$ cat config.mk
export PLATFORM = sky130hd
export DESIGN_NAME = mem_subsys_top
export DESIGN_NICKNAME = d
export VERILOG_FILES = /design/src/common/mem_pkg.sv /design/src/rtl/mem_subsys_top.sv /design/src/rtl/mem_arbiter.sv /design/src/rtl/uncached_bridge.sv /design/src/line_buffer/line_buffer.sv /design/src/rtl/addr_translate.sv
export SDC_FILE = /design/constraint.sdc
export NUM_CORES = 1
export LEC_CHECK = 0
export BUFFER_PORTS_ARGS = -buffer_cell sky130_fd_sc_hd__buf_4
export CAP_MARGIN = 5
export CORE_MARGIN = 2
export CORE_UTILIZATION = 49
export DETAILED_ROUTE_END_ITERATION = 16
export PLACE_DENSITY = 0.83
export SLEW_MARGIN = 20
export SYNTH_ARGS = -nofsm -noshare
export SYNTH_HDL_FRONTEND = slang
export SYNTH_HIERARCHICAL = 1
export SYNTH_SLANG_ARGS = --single-unit
$ cat constraint.sdc
create_clock -name aclk -period 3.3 [get_ports aclk]
set_clock_uncertainty 0.1 [all_clocks]
set_input_delay 0.33 -clock aclk [delete_from_list [all_inputs] [get_ports aclk]]
set_output_delay 0.33 -clock aclk [all_outputs]
set_load 0.02 [all_outputs]
$ cat src/common/mem_pkg.sv
// widths fixed at 32-bit words and a 4-word line; wdata is assumed byte-lane aligned by the CPU
`default_nettype none

package mem_pkg;

    localparam int WORD_W     = 32;
    localparam int LINE_WORDS = 4;
    localparam int LINE_IDX_W = $clog2(LINE_WORDS);
    localparam int TAG_W      = WORD_W - LINE_IDX_W - 2;

    // size field of the cpu port
    localparam logic [1:0] SIZE_BYTE = 2'd0;
    localparam logic [1:0] SIZE_HALF = 2'd1;
    localparam logic [1:0] SIZE_WORD = 2'd2;

    // unmapped segments
    localparam logic [2:0] SEG_KSEG0 = 3'b100;
    localparam logic [2:0] SEG_KSEG1 = 3'b101;

    // line buffer states
    localparam logic [1:0] LB_IDLE   = 2'd0;
    localparam logic [1:0] LB_REFILL = 2'd1;
    localparam logic [1:0] LB_WWAIT  = 2'd2;
    localparam logic [1:0] LB_RESP   = 2'd3;

    typedef union packed {
        struct packed {
            logic [2:0]        seg;
            logic [WORD_W-4:0] offset;
        } seg_view;
        struct packed {
            logic [TAG_W-1:0]      tag;
            logic [LINE_IDX_W-1:0] idx;
            logic [1:0]            byte_off;
        } line_view;
    } addr_u;

    // byte lanes touched by an access
    function automatic logic [3:0] strobe_of(input logic [1:0] size, input logic [1:0] off);
        case (size)
            SIZE_BYTE: return 4'b0001 << off;
            SIZE_HALF: return off[1] ? 4'b1100 : 4'b0011;
            default:   return 4'b1111;
        endcase
    endfunction

endpackage

`default_nettype wire
$ cat src/rtl/mem_subsys_top.sv
// cpu side allows one outstanding request; memory side must return beats in line order
`timescale 1ns/1ns
`default_nettype none

module mem_subsys_top import mem_pkg::*; (
    input  logic              aclk,
    input  logic              arst_n,
    input  logic              req,
    input  logic              wr,
    input  logic [1:0]        size,
    input  logic [WORD_W-1:0] addr,
    input  logic [WORD_W-1:0] wdata,
    output logic              addr_ok,
    output logic              data_ok,
    output logic [WORD_W-1:0] rdata,
    output logic              mem_req,
    output logic              mem_wr,
    output logic              mem_burst,
    output logic [WORD_W-1:0] mem_addr,
    output logic [WORD_W-1:0] mem_wdata,
    output logic [3:0]        mem_wstrb,
    input  logic              mem_ready,
    input  logic              mem_rvalid,
    input  logic [WORD_W-1:0] mem_rdata,
    input  logic              mem_rlast,
    input  logic              mem_bvalid
);

    logic              c_req, c_wr, c_addr_ok, c_data_ok;
    logic [1:0]        c_size;
    logic [WORD_W-1:0] c_addr, c_wdata, c_rdata;
    logic              u_req, u_wr, u_addr_ok, u_data_ok;
    logic [1:0]        u_size;
    logic [WORD_W-1:0] u_addr, u_wdata, u_rdata;

    logic              lb_mreq, lb_mwr, lb_mburst, lb_mready, lb_rvalid, lb_rlast, lb_bvalid;
    logic [WORD_W-1:0] lb_maddr, lb_mwdata, lb_rdata;
    logic [3:0]        lb_mwstrb;
    logic              ub_mreq, ub_mwr, ub_mburst, ub_mready, ub_rvalid, ub_rlast, ub_bvalid;
    logic [WORD_W-1:0] ub_maddr, ub_mwdata, ub_rdata;
    logic [3:0]        ub_mwstrb;

    addr_translate addr_translate_inst (.*);

    line_buffer line_buffer_inst (.*);

    uncached_bridge uncached_bridge_inst (.*);

    // shared bus, line buffer first
    mem_arbiter mem_arbiter_inst (.*);

endmodule

`default_nettype wire

$ cat src/rtl/mem_arbiter.sv
// two masters, fixed priority to the line buffer; one transaction on the bus at a time
`timescale 1ns/1ns
`default_nettype none

module mem_arbiter import mem_pkg::*; (
    input  logic              aclk,
    input  logic              arst_n,
    input  logic              lb_mreq,
    input  logic              lb_mwr,
    input  logic              lb_mburst,
    input  logic [WORD_W-1:0] lb_maddr,
    input  logic [WORD_W-1:0] lb_mwdata,
    input  logic [3:0]        lb_mwstrb,
    output logic              lb_mready,
    output logic              lb_rvalid,
    output logic [WORD_W-1:0] lb_rdata,
    output logic              lb_rlast,
    output logic              lb_bvalid,
    input  logic              ub_mreq,
    input  logic              ub_mwr,
    input  logic              ub_mburst,
    input  logic [WORD_W-1:0] ub_maddr,
    input  logic [WORD_W-1:0] ub_mwdata,
    input  logic [3:0]        ub_mwstrb,
    output logic              ub_mready,
    output logic              ub_rvalid,
    output logic [WORD_W-1:0] ub_rdata,
    output logic              ub_rlast,
    output logic              ub_bvalid,
    output logic              mem_req,
    output logic              mem_wr,
    output logic              mem_burst,
    output logic [WORD_W-1:0] mem_addr,
    output logic [WORD_W-1:0] mem_wdata,
    output logic [3:0]        mem_wstrb,
    input  logic              mem_ready,
    input  logic              mem_rvalid,
    input  logic [WORD_W-1:0] mem_rdata,
    input  logic              mem_rlast,
    input  logic              mem_bvalid
);

    logic busy;
    logic owner_ub;
    logic sel_ub;
    logic done;

    // owner locks as soon as a request shows, so it holds steady under stalls
    assign sel_ub = busy ? owner_ub : !lb_mreq;
    assign done   = (mem_rvalid && mem_rlast) || mem_bvalid;

    assign mem_req   = sel_ub ? ub_mreq : lb_mreq;
    assign mem_wr    = sel_ub ? ub_mwr : lb_mwr;
    assign mem_burst = sel_ub ? ub_mburst : lb_mburst;
    assign mem_addr  = sel_ub ? ub_maddr : lb_maddr;
    assign mem_wdata = sel_ub ? ub_mwdata : lb_mwdata;
    assign mem_wstrb = sel_ub ? ub_mwstrb : lb_mwstrb;

    assign lb_mready = mem_ready && !sel_ub;
    assign ub_mready = mem_ready && sel_ub;

    assign lb_rvalid = busy && !owner_ub && mem_rvalid;
    assign lb_rlast  = mem_rlast;
    assign lb_rdata  = mem_rdata;
    assign lb_bvalid = busy && !owner_ub && mem_bvalid;
    assign ub_rvalid = busy && owner_ub && mem_rvalid;
    assign ub_rlast  = mem_rlast;
    assign ub_rdata  = mem_rdata;
    assign ub_bvalid = busy && owner_ub && mem_bvalid;

    always_ff @(posedge aclk or negedge arst_n) begin
        if (!arst_n) begin
            busy     <= 1'b0;
            owner_ub <= 1'b0;
        end else if (!busy && mem_req) begin
            busy     <= 1'b1;
            owner_ub <= sel_ub;
        end else if (busy && done) begin
            busy <= 1'b0;
        end
    end

    // a stalled request keeps its master and its address
    assert property (@(posedge aclk) disable iff (!arst_n)
        mem_req && !mem_ready |=> mem_req && $stable(mem_addr));

endmodule

`default_nettype wire

$ cat src/rtl/uncached_bridge.sv
// one word per access, never bursts; read data is held until the next request
`timescale 1ns/1ns
`default_nettype none

module uncached_bridge import mem_pkg::*; (
    input  logic              aclk,
    input  logic              arst_n,
    input  logic              u_req,
    input  logic              u_wr,
    input  logic [1:0]        u_size,
    input  logic [WORD_W-1:0] u_addr,
    input  logic [WORD_W-1:0] u_wdata,
    output logic              u_addr_ok,
    output logic              u_data_ok,
    output logic [WORD_W-1:0] u_rdata,
    output logic              ub_mreq,
    output logic              ub_mwr,
    output logic              ub_mburst,
    output logic [WORD_W-1:0] ub_maddr,
    output logic [WORD_W-1:0] ub_mwdata,
    output logic [3:0]        ub_mwstrb,
    input  logic              ub_mready,
    input  logic              ub_rvalid,
    input  logic [WORD_W-1:0] ub_rdata,
    input  logic              ub_rlast,
    input  logic              ub_bvalid
);

    logic busy;
    logic resp;

    assign u_addr_ok = !busy && !resp;
    assign u_data_ok = resp;
    assign ub_mburst = 1'b0;

    always_ff @(posedge aclk or negedge arst_n) begin
        if (!arst_n) begin
            busy    <= 1'b0;
            resp    <= 1'b0;
            ub_mreq <= 1'b0;
        end else begin
            resp <= 1'b0;
            if (u_req && u_addr_ok) begin
                busy    <= 1'b1;
                ub_mreq <= 1'b1;
            end
            if (ub_mreq && ub_mready) begin
                ub_mreq <= 1'b0;
            end
            if (busy && (ub_rvalid || ub_bvalid)) begin
                busy <= 1'b0;
                resp <= 1'b1;
            end
        end
    end

    always_ff @(posedge aclk) begin
        if (u_req && u_addr_ok) begin
            ub_mwr    <= u_wr;
            ub_maddr  <= u_addr;
            ub_mwdata <= u_wdata;
            ub_mwstrb <= strobe_of(u_size, u_addr[1:0]);
        end
        if (ub_rvalid) begin
            u_rdata <= ub_rdata;
        end
    end

    // the single beat this bridge gets back is also the last
    assert property (@(posedge aclk) disable iff (!arst_n) ub_rvalid |-> ub_rlast);

endmodule

`default_nettype wire

$ cat src/line_buffer/line_buffer.sv
// single line, no write allocate; writes go straight to memory and update the line only on a hit
`timescale 1ns/1ns
`default_nettype none

module line_buffer import mem_pkg::*; (
    input  logic              aclk,
    input  logic              arst_n,
    input  logic              c_req,
    input  logic              c_wr,
    input  logic [1:0]        c_size,
    input  logic [WORD_W-1:0] c_addr,
    input  logic [WORD_W-1:0] c_wdata,
    output logic              c_addr_ok,
    output logic              c_data_ok,
    output logic [WORD_W-1:0] c_rdata,
    output logic              lb_mreq,
    output logic              lb_mwr,
    output logic              lb_mburst,
    output logic [WORD_W-1:0] lb_maddr,
    output logic [WORD_W-1:0] lb_mwdata,
    output logic [3:0]        lb_mwstrb,
    input  logic              lb_mready,
    input  logic              lb_rvalid,
    input  logic [WORD_W-1:0] lb_rdata,
    input  logic              lb_rlast,
    input  logic              lb_bvalid
);

    logic [1:0]            state;
    logic                  valid;
    logic [TAG_W-1:0]      tag;
    logic [WORD_W-1:0]     line [LINE_WORDS];
    logic [LINE_IDX_W-1:0] beat;

    addr_u             in_a;
    addr_u             req_a;
    logic              wr_q;
    logic [WORD_W-1:0] wdata_q;
    logic [3:0]        strb_q;
    logic [WORD_W-1:0] rdata_q;
    logic [3:0]        in_strb;
    logic              hit;
    logic              accept;

    assign in_a    = c_addr;
    assign in_strb = strobe_of(c_size, in_a.line_view.byte_off);
    assign hit     = valid && tag == in_a.line_view.tag;
    assign accept  = c_req && c_addr_ok;

    assign c_addr_ok = state == LB_IDLE;
    assign c_data_ok = state == LB_RESP;
    assign c_rdata   = rdata_q;

    assign lb_mwr    = wr_q;
    assign lb_mburst = !wr_q;
    assign lb_mwdata = wdata_q;
    assign lb_mwstrb = strb_q;
    // refill starts at word 0 of the line
    assign lb_maddr  = wr_q ? req_a : {req_a.line_view.tag, {(LINE_IDX_W + 2){1'b0}}};

    always_ff @(posedge aclk or negedge arst_n) begin
        if (!arst_n) begin
            state   <= LB_IDLE;
            valid   <= 1'b0;
            lb_mreq <= 1'b0;
            beat    <= '0;
        end else begin
            if (lb_mreq && lb_mready) begin
                lb_mreq <= 1'b0;
            end
            case (state)
                LB_IDLE: begin
                    if (accept) begin
                        beat <= '0;
                        if (c_wr) begin
                            lb_mreq <= 1'b1;
                            state   <= LB_WWAIT;
                        end else if (hit) begin
                            state <= LB_RESP;
                        end else begin
                            valid   <= 1'b0;
                            lb_mreq <= 1'b1;
                            state   <= LB_REFILL;
                        end
                    end
                end
                LB_REFILL: begin
                    if (lb_rvalid) begin
                        beat <= beat + 1'b1;
                        if (lb_rlast) begin
                            valid <= 1'b1;
                            state <= LB_RESP;
                        end
                    end
                end
                LB_WWAIT: begin
                    if (lb_bvalid) begin
                        state <= LB_RESP;
                    end
                end
                default: begin
                    state <= LB_IDLE;
                end
            endcase
        end
    end

    // line words, tag and the latched request
    always_ff @(posedge aclk) begin
        if (accept) begin
            req_a   <= in_a;
            wr_q    <= c_wr;
            wdata_q <= c_wdata;
            strb_q  <= in_strb;
            rdata_q <= line[in_a.line_view.idx];
            if (c_wr && hit) begin
                for (int b = 0; b < 4; b++) begin
                    if (in_strb[b]) begin
                        line[in_a.line_view.idx][8*b +: 8] <= c_wdata[8*b +: 8];
                    end
                end
            end
        end
        if (state == LB_REFILL && lb_rvalid) begin
            line[beat] <= lb_rdata;
            tag        <= req_a.line_view.tag;
            if (beat == req_a.line_view.idx) begin
                rdata_q <= lb_rdata;
            end
        end
    end

    assert property (@(posedge aclk) disable iff (!arst_n) lb_rvalid |-> state == LB_REFILL);

    // burst length seen from the bus side must match the line
    assert property (@(posedge aclk) disable iff (!arst_n)
        lb_rvalid && lb_rlast |-> beat == LINE_IDX_W'(LINE_WORDS - 1));

endmodule

`default_nettype wire

$ cat src/rtl/addr_translate.sv
// only kseg0/kseg1 are translated, no TLB; one request in flight across both paths
`timescale 1ns/1ns
`default_nettype none

module addr_translate import mem_pkg::*; (
    input  logic              aclk,
    input  logic              arst_n,
    input  logic              req,
    input  logic              wr,
    input  logic [1:0]        size,
    input  logic [WORD_W-1:0] addr,
    input  logic [WORD_W-1:0] wdata,
    output logic              addr_ok,
    output logic              data_ok,
    output logic [WORD_W-1:0] rdata,
    output logic              c_req,
    output logic              c_wr,
    output logic [1:0]        c_size,
    output logic [WORD_W-1:0] c_addr,
    output logic [WORD_W-1:0] c_wdata,
    input  logic              c_addr_ok,
    input  logic              c_data_ok,
    input  logic [WORD_W-1:0] c_rdata,
    output logic              u_req,
    output logic              u_wr,
    output logic [1:0]        u_size,
    output logic [WORD_W-1:0] u_addr,
    output logic [WORD_W-1:0] u_wdata,
    input  logic              u_addr_ok,
    input  logic              u_data_ok,
    input  logic [WORD_W-1:0] u_rdata
);

    addr_u       va;
    logic [31:0] pa;
    logic        is_uc;
    logic        busy;
    logic        path_uc;

    assign va    = addr;
    assign is_uc = va.seg_view.seg == SEG_KSEG1;
    assign pa    = (va.seg_view.seg == SEG_KSEG0 || is_uc) ? {3'b000, va.seg_view.offset} : addr;

    assign c_req   = req && !busy && !is_uc;
    assign c_wr    = wr;
    assign c_size  = size;
    assign c_addr  = pa;
    assign c_wdata = wdata;

    assign u_req   = req && !busy && is_uc;
    assign u_wr    = wr;
    assign u_size  = size;
    assign u_addr  = pa;
    assign u_wdata = wdata;

    assign addr_ok = !busy && (is_uc ? u_addr_ok : c_addr_ok);
    assign data_ok = busy && (path_uc ? u_data_ok : c_data_ok);
    assign rdata   = path_uc ? u_rdata : c_rdata;

    always_ff @(posedge aclk or negedge arst_n) begin
        if (!arst_n) begin
            busy    <= 1'b0;
            path_uc <= 1'b0;
        end else if (req && addr_ok) begin
            busy    <= 1'b1;
            path_uc <= is_uc;
        end else if (data_ok) begin
            busy <= 1'b0;
        end
    end

    // neither path may answer a request this block never issued
    assert property (@(posedge aclk) disable iff (!arst_n) (c_data_ok || u_data_ok) |-> busy);

endmodule

`default_nettype wire

Yosys cells after proc, flatten, opt, wreduce, memory -nomap -nowiden

Memories as Yosys holds them, arrays and structs flattened.
Index checks and enable logic that the tools add are counted.

Flip-flop bits (word level): 243
Bits in writable memories: 128
Memories kept: 1

$add $sub $neg: 1
Equal/unequal tests: 14
Shift operators: 1
Multiplexer cells: 67
Reduce and logical (&&, ||, !) cells: 49

Memories:

| name                  | words | width | rd ports | clocked after memory_dff | wr ports | RTL line          | source |
|---|---|---|---|---|---|---|---|
| line_buffer_inst.line | 4     | 32    | 1        | 0                        | 1        | line_buffer.sv:32 | `logic [WORD_W-1:0] line [LINE_WORDS];` |

Operators with widths:

| kind                  | number |
|---|---|
| $mux W32              | 8 |
| $mux W1               | 42 |
| $reduce_or A32 Y1     | 1 |
| $eq A28 B28 Y1        | 1 |
| $logic_and A1 B1 Y1   | 26 |
| $mux W2               | 9 |
| $mux W4               | 4 |
| $reduce_bool A2 Y1    | 5 |
| $logic_not A1 Y1      | 9 |
| $ne A2 B2 Y1 const B  | 4 |
| $pmux W4 S2           | 1 |
| $eq A3 B3 Y1 const B  | 2 |
| $pmux W2 S3           | 1 |
| $reduce_and A6 Y1     | 1 |
| $eq A2 B1 Y1 const B  | 2 |
| $eq A2 B2 Y1 const B  | 2 |
| $logic_not A2 Y1      | 2 |
| $ne A2 B1 Y1 const B  | 2 |
| $pmux W2 S2           | 1 |
| $reduce_and A4 Y1     | 1 |
| $shl A1 B2 Y4 const A | 1 |
| $logic_or A1 B1 Y1    | 3 |
| $reduce_and A3 Y1     | 1 |
| $add A2 B1 Y2 const B | 1 |
| 2 further kinds       | 2 |

Longest topological paths before layout

Gate-level depths: netlist (run 1).

Word-level depth: 10
Gate-level depth with buffers: 8
Depth with buffers taken out: 8

Modules after synthesis

The synthesis (run 1) kept the hierarchy.

By module, submodules not included:

| module          | times used | cells each | area an instance (µm²) | seq. area each (µm²) |
|---|---|---|---|---|
| line_buffer     | 1          | 605        | 10,405.0               | 7,547.2 |
| uncached_bridge | 1          | 121        | 3,208.1                | 3,108.0 |
| addr_translate  | 1          | 188        | 1,670.4                | 50.0 |
| mem_arbiter     | 1          | 165        | 1,524.0                | 50.0 |

Least setup slack after synthesis (run 1)

OpenSTA, ideal clock, no wires.

Kind: register to register
Start: register line_buffer_inst.state[1]
End: memory line_buffer_inst.line[0][10] (enable)
Arrival: 2.566 ns
Data required time: 2.816 ns
Slack: 0.250 ns
Stages on the path, launching flop included: 8
Clock period less this slack: 3.050 ns
Path through: dfrtp_1 inv_1 ha_1 buf_2 nand2_1 inv_1 or3_1 o21ai_0

Cells in the longest elaborated chain, start to end: 6
Elaborated cells on any way between the ends: 11
Classes of those cells: eq/ne (1); mux (6); reduce/logical (4)

Ends and longest elaborated chain:

| what                                                | RTL line           | source |
|---|---|---|
| start, declared                                     | line_buffer.sv:29  | `logic [1:0] state;` |
| start signal, assigned                              | line_buffer.sv:63  | `state <= LB_IDLE;` |
| start signal, assigned                              | line_buffer.sv:77  | `state <= LB_WWAIT;` |
| start signal, assigned                              | line_buffer.sv:79  | `state <= LB_RESP;` |
| $eq A2 B1 Y1                                        | line_buffer.sv:124 | `if (state == LB_REFILL && lb_rvalid) begin` |
| $logic_and A1 B1 Y1                                 | line_buffer.sv:124 |  |
| $mux W1                                             | line_buffer.sv:124 |  |
| $mux W1 (implied by the code)                       | line_buffer.sv:125 | `line[beat] <= lb_rdata;` |
| $reduce_or A32 Y1 (no source line)                  | n/a                |  |
| $mux W2 (no source line) or $mux W4 (tied branches) | n/a                |  |
| end, declared                                       | line_buffer.sv:32  |  |

Parallel ways exist; a longest one is shown, timed or not.

Worst setup path in the final report (run 1)

Start: input addr[30]
End: memory line_buffer_inst.line[1][28] (enable)

Cells in the longest elaborated chain, start to end: 10
Elaborated cells on any way between the ends: 14
Classes of those cells: eq/ne (3); mux (5); reduce/logical (6)

Ends and longest elaborated chain:

| what                            | RTL line                                   | source |
|---|---|---|
| start, declared                 | mem_subsys_top.sv:11                       | `input logic [WORD_W-1:0] addr,` |
| $eq A3 B3 Y1 (on tied branches) | addr_translate.sv:42, addr_translate.sv:41 |  |
| $logic_or A1 B1 Y1 *            | addr_translate.sv:42                       | `assign pa = (va.seg_view.seg == SEG_KSEG0 \|\| is_uc) ? {3'b000, va.seg_view.offset} : addr;` |
| $mux W32 *                      | addr_translate.sv:42                       |  |
| via c_addr[29]                  | mem_subsys_top.sv:31                       | `logic [WORD_W-1:0] c_addr, c_wdata, c_rdata;` |
| $eq A28 B28 Y1 *                | line_buffer.sv:47                          | `assign hit = valid && tag == in_a.line_view.tag;` |
| $logic_and A1 B1 Y1 *           | line_buffer.sv:47                          |  |
| $logic_and A1 B1 Y1 *           | line_buffer.sv:116                         | `if (c_wr && hit) begin` |
| $mux W1 *                       | line_buffer.sv:116                         |  |
| $mux W1 *                       | line_buffer.sv:110                         | `if (accept) begin` |
| $mux W1 (implied by the code) * | line_buffer.sv:119                         | `line[in_a.line_view.idx][8*b +: 8] <= c_wdata[8*b +: 8];` |
| $mux W4 (no source line) *      | n/a                                        |  |

Mark *: on every way through the listed nets, which the timed path passes. The rest lies on a longest branch.

==> flow_metrics.py, run 1 <==
metrics = {
    "global_routing": {
        "grt.overflow.total": 0,
        "grt_use_met2_pct": 33.2,
        "grt_pass1_wl_um": 51700,
        "grt_util_met1_pct": 23.7,
        "antenna_found_initial": 1,
        "grt_max_degree": 102,
        "grt_pass1_vias": 9178,
        "grt_usage_pct": 19.0,
        "busiest_layer": "met2",
        "grt_use_met3_pct": 3.45,
    },
    "power": {
        "switching_share_pct": 30.3,
        "leakagePower_uw": 0.00709,
        "combPwrFrac_pct": 30.1,
        "power.switching_uw": 4560,
        "intPower_uw": 10500,
        "p_per_area_nw_per_um2": 769,
        "pwr-share-seq_pct": 40.0,
        "clkPwrFrac_pct": 29.9,
        "worst_ir_drop_vdd_mv": 0.443,
    },
    "routing": {
        "dr.pass1.iters": 5,
        "viasPerCell": 5.15,
        "drc_errors": 0,
        "wl_um": 34100,
        "routedWlPerCell_um": 20.3,
        "drt_iter0_markers": 633,
        "vias": 8627,
        "antenna_left": 0,
    },
    "timing": {
        "period_share_pct": 91.5,
        "hold_viol": 0,
        "finalSetupTns_ns": 0,
        "clock.fmax_mhz": 331,
        "slew_viol_final": 0,
        "slew_headroom_pct": 31.1,
        "worst_pin_slew_ns": 1.03,
        "rsz0062_at_grt": "no",
        "setup_viol": 0,
        "whs_ns": 0.0279,
        "min_period_ns": 3.02,
    },
    "setup_path": {
        "worstPathArrival_ns": 3.15,
        "reg2reg_from": "mem_arbiter_inst/owner_ub$_DFFE_PN0P_",
        "cp_max_fo": 8,
        "r2r_end": "line_buffer_inst/line[2][25]$_DFFE_PP_",
        "cp_cell_sequence": "dlygate4sd3_1 > buf_4 > inv_1 > a21boi_0 > xnor2_1 > nand4_1 > or4_4 > nor4_4 > buf_4 > nand2_1 > o21ai_0 > buf_4",
        "crit_type": "primary input to register",
        "reg2reg_slack_ns": 0.58,
        "slowest_delay_ns": 0.59,
        "crit_slowest_cell": "or4_4",
        "worst_path_most_repeated_cell": "buf_4",
        "required_ns": 3.43,
        "rr_worst_depth": 7,
        "critPathLaunchType": "primary input",
        "crit_path_end_kind": "register",
    },
    "final_layout": {
        "syn_to_final_growth_pct": 16.4,
        "fillers": 2520,
        "regArea_um2": 10800,
        "drive_above_1_share_pct": 36.2,
        "mostFrequentLayoutCell": "edfxtp_1",
        "layout.nets": 1305,
        "layout_common_cells": "edfxtp_1, buf_4, dlygate4sd3_1",
        "multiInputGateArea_um2": 4030,
    },
    "die": {
        "die_area_um2": 35800,
        "die_w_um": 189,
        "die_h_um": 189,
        "core_area_um2": 33600,
        "initial_utilization_pct": 50.0,
        "rows": 67,
        "io_pins": 211,
    },
    "cts": {
        "h-tree-depth": 2,
        "clk_latency_ns": 0.54,
        "clock_sinks": 371,
        "post_cts_buffers": 0,
        "cts_tree": "done",
        "clock_path_buffers": 3,
        "root_buffer": "clkbuf_16",
        "clk_pin_slew_worst_paths_ns": 0.06,
        "cts-buffers-inserted": 40,
        "cts_resized": 0,
        "hold_buffers": 95,
    },
    "placed_design": {
        "io_buffers": 210,
        "hpwl_um": 21200,
        "gp_congestion": 0.822,
    },
    "hold_path": {
        "hp-start": "size[1]",
        "min_path_cells": 2,
        "hold_path_class": "primary input to register",
        "hold_end": "uncached_bridge_inst/ub_mwstrb[1]$_DFFE_PP_",
    },
    "logic_synthesis": {
        "syn_area_um2": 16800,
        "synth_cells": 1078,
        "synth.avg_cell_area_um2": 15.6,
        "synth_fp_nets": 1188,
        "ys_warn_count": 6,
    },
    "run": {
        "maxCapViolations": 0,
    },
    "outcome": {
        "status": "completed",
    },
}
[metal layers]
layer,wire (µm),vias to the layer above,share of wire (%)
li1,-,3986,-
met1,14100,4309,41
met2,17400,261,51
met3,1680,71,4.9
met4,947,0,2.8
met5,0,-,0
[worst max-delay path, delay by kind of cell]
family                    cells  cell delay (ns)
buffers and inverters         5             1.10
xor gates and xnor gates      1             0.17
AOI/OAI and AO/OA             2             0.57
and+or+nand+nor               4             0.98
[worst max-delay path by stage]
stage	from	endpoint	slack, ns
after global routing	addr[30]	line_buffer_inst/line[1][28]$_DFFE_PP_	0.02
after global placement	addr[30]	line_buffer_inst/line[1][11]$_DFFE_PP_	0.47
after floorplan	line_buffer_inst/state[1]$_DFFE_PN0P_	line_buffer_inst/line[0][10]$_DFFE_PP_	0.25
after CTS	addr[30]	line_buffer_inst/line[1][28]$_DFFE_PP_	0.27
final	addr[30]	line_buffer_inst/line[1][28]$_DFFE_PP_	0.28
after detailed placement	addr[30]	line_buffer_inst/line[1][10]$_DFFE_PP_	0.29
[area by class of cell]
cell class | instances | area share, %
clock inverters | 28 | 1.34
flip-flops and latches | 371 | 55.0
inverters | 21 | 0.422
well taps | 448 | 2.87
diodes | 1 | 0.0128
multi-input cells | 427 | 20.6
clock buffers | 46 | 5.55
repair buffers | 334 | 14.2
[flip-flops by register name, summed over array words and instances, names as in the netlist, 2 cells and up]
signal / cells
uncached_bridge_inst/ub_maddr: 32
line_buffer_inst/lb_mwstrb: 4
uncached_bridge_inst/ub_mwdata: 32
uncached_bridge_inst/ub_mwstrb: 4
line_buffer_inst/line: 128
line_buffer_inst/tag: 28
line_buffer_inst/lb_mwdata: 32
line_buffer_inst/req_a: 32
uncached_bridge_inst/u_rdata: 32
line_buffer_inst/c_rdata: 32
line_buffer_inst/state: 2
line_buffer_inst/beat: 2
[stage by stage]
| step | area, µm² | setup slack [ns] | cells | utilization, % | total power, µW |
|---|---|---|---|---|---|
| after floorplan | 16800 | 0.250 | 1078 | - | 9210 |
| after global placement | 17200 | 0.465 | 1506 | 51.3 | 10400 |
| after detailed placement | 17200 | 0.289 | 1506 | 51.3 | 10500 |
| after CTS | 19500 | 0.271 | 1675 | 58.1 | 15100 |
| after global routing | 19500 | 0.0181 | 1675 | 58.1 | 15600 |
| final | 19500 | 0.280 | 1676 | 58.2 | 15000 |
[power groups by stage]
stage	clock network, µW	logic, µW	registers [µW]
3_5_place_dp	0	4410	6100
2_1_floorplan	0	3220	5980
6_report	4500	4530	6020
5_1_grt	4760	4810	6070
3_3_place_gp	0	4340	6070
4_1_cts	4580	4550	6010
Power figures use the tool's default switching activity.
==> run 2: changes to the inputs <==
--- a/config.mk
+++ b/config.mk
@@ -5,12 +5,13 @@
 export SDC_FILE = /design/constraint.sdc
 export NUM_CORES = 1
 export LEC_CHECK = 0
+export ABC_CLOCK_PERIOD_IN_PS = 3300
 export BUFFER_PORTS_ARGS = -buffer_cell sky130_fd_sc_hd__buf_4
 export CAP_MARGIN = 5
 export CORE_MARGIN = 2
 export CORE_UTILIZATION = 49
 export DETAILED_ROUTE_END_ITERATION = 16
-export PLACE_DENSITY = 0.83
+export PLACE_DENSITY_LB_ADDON = 0.2
 export SLEW_MARGIN = 20
 export SYNTH_ARGS = -nofsm -noshare
 export SYNTH_HDL_FRONTEND = slang
==> constraint.sdc (replaced) <==
create_clock -name aclk -period 3.3 [get_ports aclk]
set_clock_uncertainty 0.1 [all_clocks]
set_input_delay 0.495 -clock aclk [delete_from_list [all_inputs] [get_ports aclk]]
set_output_delay 0.495 -clock aclk [all_outputs]
set_load 0.02 [all_outputs]
==> flow_metrics.py, run 2 (synthesized netlist as in run 1, its figures left out) <==
metrics = {
    "timing": {
        "setup_viol": 0,
        "rsz0062_at_grt": "no",
        "slew_viol_final": 0,
        "hold_viol": 0,
        "slew_headroom_pct": 38.0,
        "min_period_ns": 2.82,
        "clock.fmax_mhz": 354,
        "period_share_pct": 85.6,
        "worst_pin_slew_ns": 0.930,
        "finalSetupTns_ns": 0,
    },
    "hold_path": {
        "min_path_cells": 1,
        "hold_path_class": "primary input to register",
        "hp-start": "wdata[11]",
        "hold_end": "line_buffer_inst/lb_mwdata[11]$_DFFE_PP_",
    },
    "cts": {
        "post_cts_buffers": 0,
        "h-tree-depth": 2,
        "cts_tree": "done",
        "root_buffer": "clkbuf_16",
        "cts-buffers-inserted": 40,
        "clock_sinks": 371,
        "clock_path_buffers": 3,
        "clk_latency_ns": 0.55,
        "cts_resized": 0,
        "clk_pin_slew_worst_paths_ns": 0.06,
    },
    "die": {
        "die_h_um": 189,
        "rows": 67,
        "core_area_um2": 33600,
        "die_w_um": 189,
        "die_area_um2": 35800,
        "initial_utilization_pct": 50.0,
        "io_pins": 211,
    },
    "setup_path": {
        "rr_worst_depth": 8,
        "worstPathArrival_ns": 2.23,
        "r2r_end": "line_buffer_inst/line[1][28]$_DFFE_PP_",
        "reg2reg_slack_ns": 0.53,
        "cp_max_fo": 56,
        "crit_type": "register to output pin",
        "required_ns": 2.70,
        "crit_path_end_kind": "output pin",
        "reg2reg_from": "line_buffer_inst/tag[0]$_DFFE_PP_",
        "critPathLaunchType": "register",
    },
    "power": {
        "leakagePower_uw": 0.00675,
        "power_uw": 15100,
        "worst_ir_drop_vdd_mv": 0.608,
        "p_per_area_nw_per_um2": 806,
    },
    "routing": {
        "drt_iter0_markers": 441,
        "routedWlPerCell_um": 21.0,
        "dr.pass1.iters": 5,
        "antenna_left": 0,
        "vias": 8136,
        "drc_errors": 0,
        "wl_um": 33400,
        "viasPerCell": 5.12,
    },
    "global_routing": {
        "grt_pass1_vias": 8563,
        "grt_pass1_wl_um": 50600,
        "grt_usage_pct": 18.8,
        "grt.overflow.total": 0,
        "antenna_found_initial": 1,
        "grt_max_degree": 57,
    },
    "final_layout": {
        "largest_reg_flops": 128,
        "fillers": 2669,
        "layout.nets": 1217,
        "finalInstanceArea_um2": 18700,
        "layout_common_cells": "edfxtp_1, buf_4, mux2_2",
        "drive_above_1_share_pct": 39.2,
        "mostFrequentLayoutCell": "edfxtp_1",
        "top_register": "line_buffer_inst/line",
        "syn_to_final_growth_pct": 11.4,
    },
    "placed_design": {
        "io_buffers": 210,
        "dpl-instance-area_um2": 17300,
        "gp_congestion": 0.785,
        "hpwl_um": 22000,
    },
    "run": {
        "maxCapViolations": 0,
    },
    "outcome": {
        "status": "completed",
    },
}
## run 2: cell count changes in the layout (fill, tap and decap cells not counted), moves of 2 or more
cell	before	now
clkinv_2	11	7
o21ai_0	44	47
o21ai_1	12	9
bufinv_16	4	6
dlygate4sd3_1	95	1
buf_4	237	242
clkbuf_1	1	3
## run 2: repair_timing
item | in CTS | in global routing
setup endpoints to repair | 0 | 0
hold buffers | 1 | 0
endpoints found under the hold margin | 13 | 0
## run 2: area by class of cell
class	instances	area [µm²]	share of cell area, %
Antenna cell	1	2.50	0.0134
Clock buffer	49	1110	5.91
Clock inverter	25	282	1.50
Inverter	21	85.1	0.455
Multi-Input combinational cell	427	4030	21.5
Sequential cell	371	10800	57.5
Tap cell	448	561	3.00
Timing Repair Buffer	246	1890	10.1
## run 2: how the worst max path moves through the flow
stage / from / end / slack (ns) / cells past startpoint
final: mem_arbiter_inst/busy$_DFFE_PN0P_ / mem_addr[9] / 0.48 / 5
after global routing: mem_arbiter_inst/busy$_DFFE_PN0P_ / mem_addr[9] / 0.39 / 5
after CTS: mem_arbiter_inst/busy$_DFFE_PN0P_ / mem_addr[9] / 0.44 / 5
after detailed placement: addr[30] / line_buffer_inst/line[1][27]$_DFFE_PP_ / 0.06 / 11
after global placement: addr[30] / line_buffer_inst/line[1][26]$_DFFE_PP_ / 0.14 / 11
after floorplan: addr[30] / uncached_bridge_inst/ub_maddr[0]$_DFFE_PP_ / 0.24 / 4
## run 2: where the power goes
group	switching (µW)	leakage [µW]	internal [µW]	total, µW
sequential	265	0.00338	5710	5980
clock	1800	0.000679	2850	4660
combinational	2410	0.00269	2040	4450
## run 2: critical path, cell delays in order, from the launching register on
cell	delay [ns]
dfrtp_1	0.49
nor2_2	0.09
a21oi_4	0.16
buf_12	0.34
mux2_1	0.39
buf_4	0.17
## run 2: through the flow
stage	hold WS, ns	util (%)	setup slack, ns	std cells
3_3_place_gp	0.255	51.5	0.138	1512
5_1_grt	0.0215	55.6	0.392	1587
4_1_cts	0.00849	55.6	0.435	1587
2_1_floorplan	0.0994	-	0.245	1078
3_5_place_dp	0.254	51.5	0.0597	1512
6_report	0.0367	55.7	0.477	1588
## run 2: layer usage
| layer | part of all wire (%) | wire (µm) | track usage, % |
|---|---|---|---|
| met1 | 43 | 14500 | 25.1 |
| met2 | 49 | 16300 | 31.0 |
| met3 | 5.5 | 1830 | 3.63 |
| met4 | 2.4 | 814 | 6.10 |
| met5 | 0 | 0 | 0 |
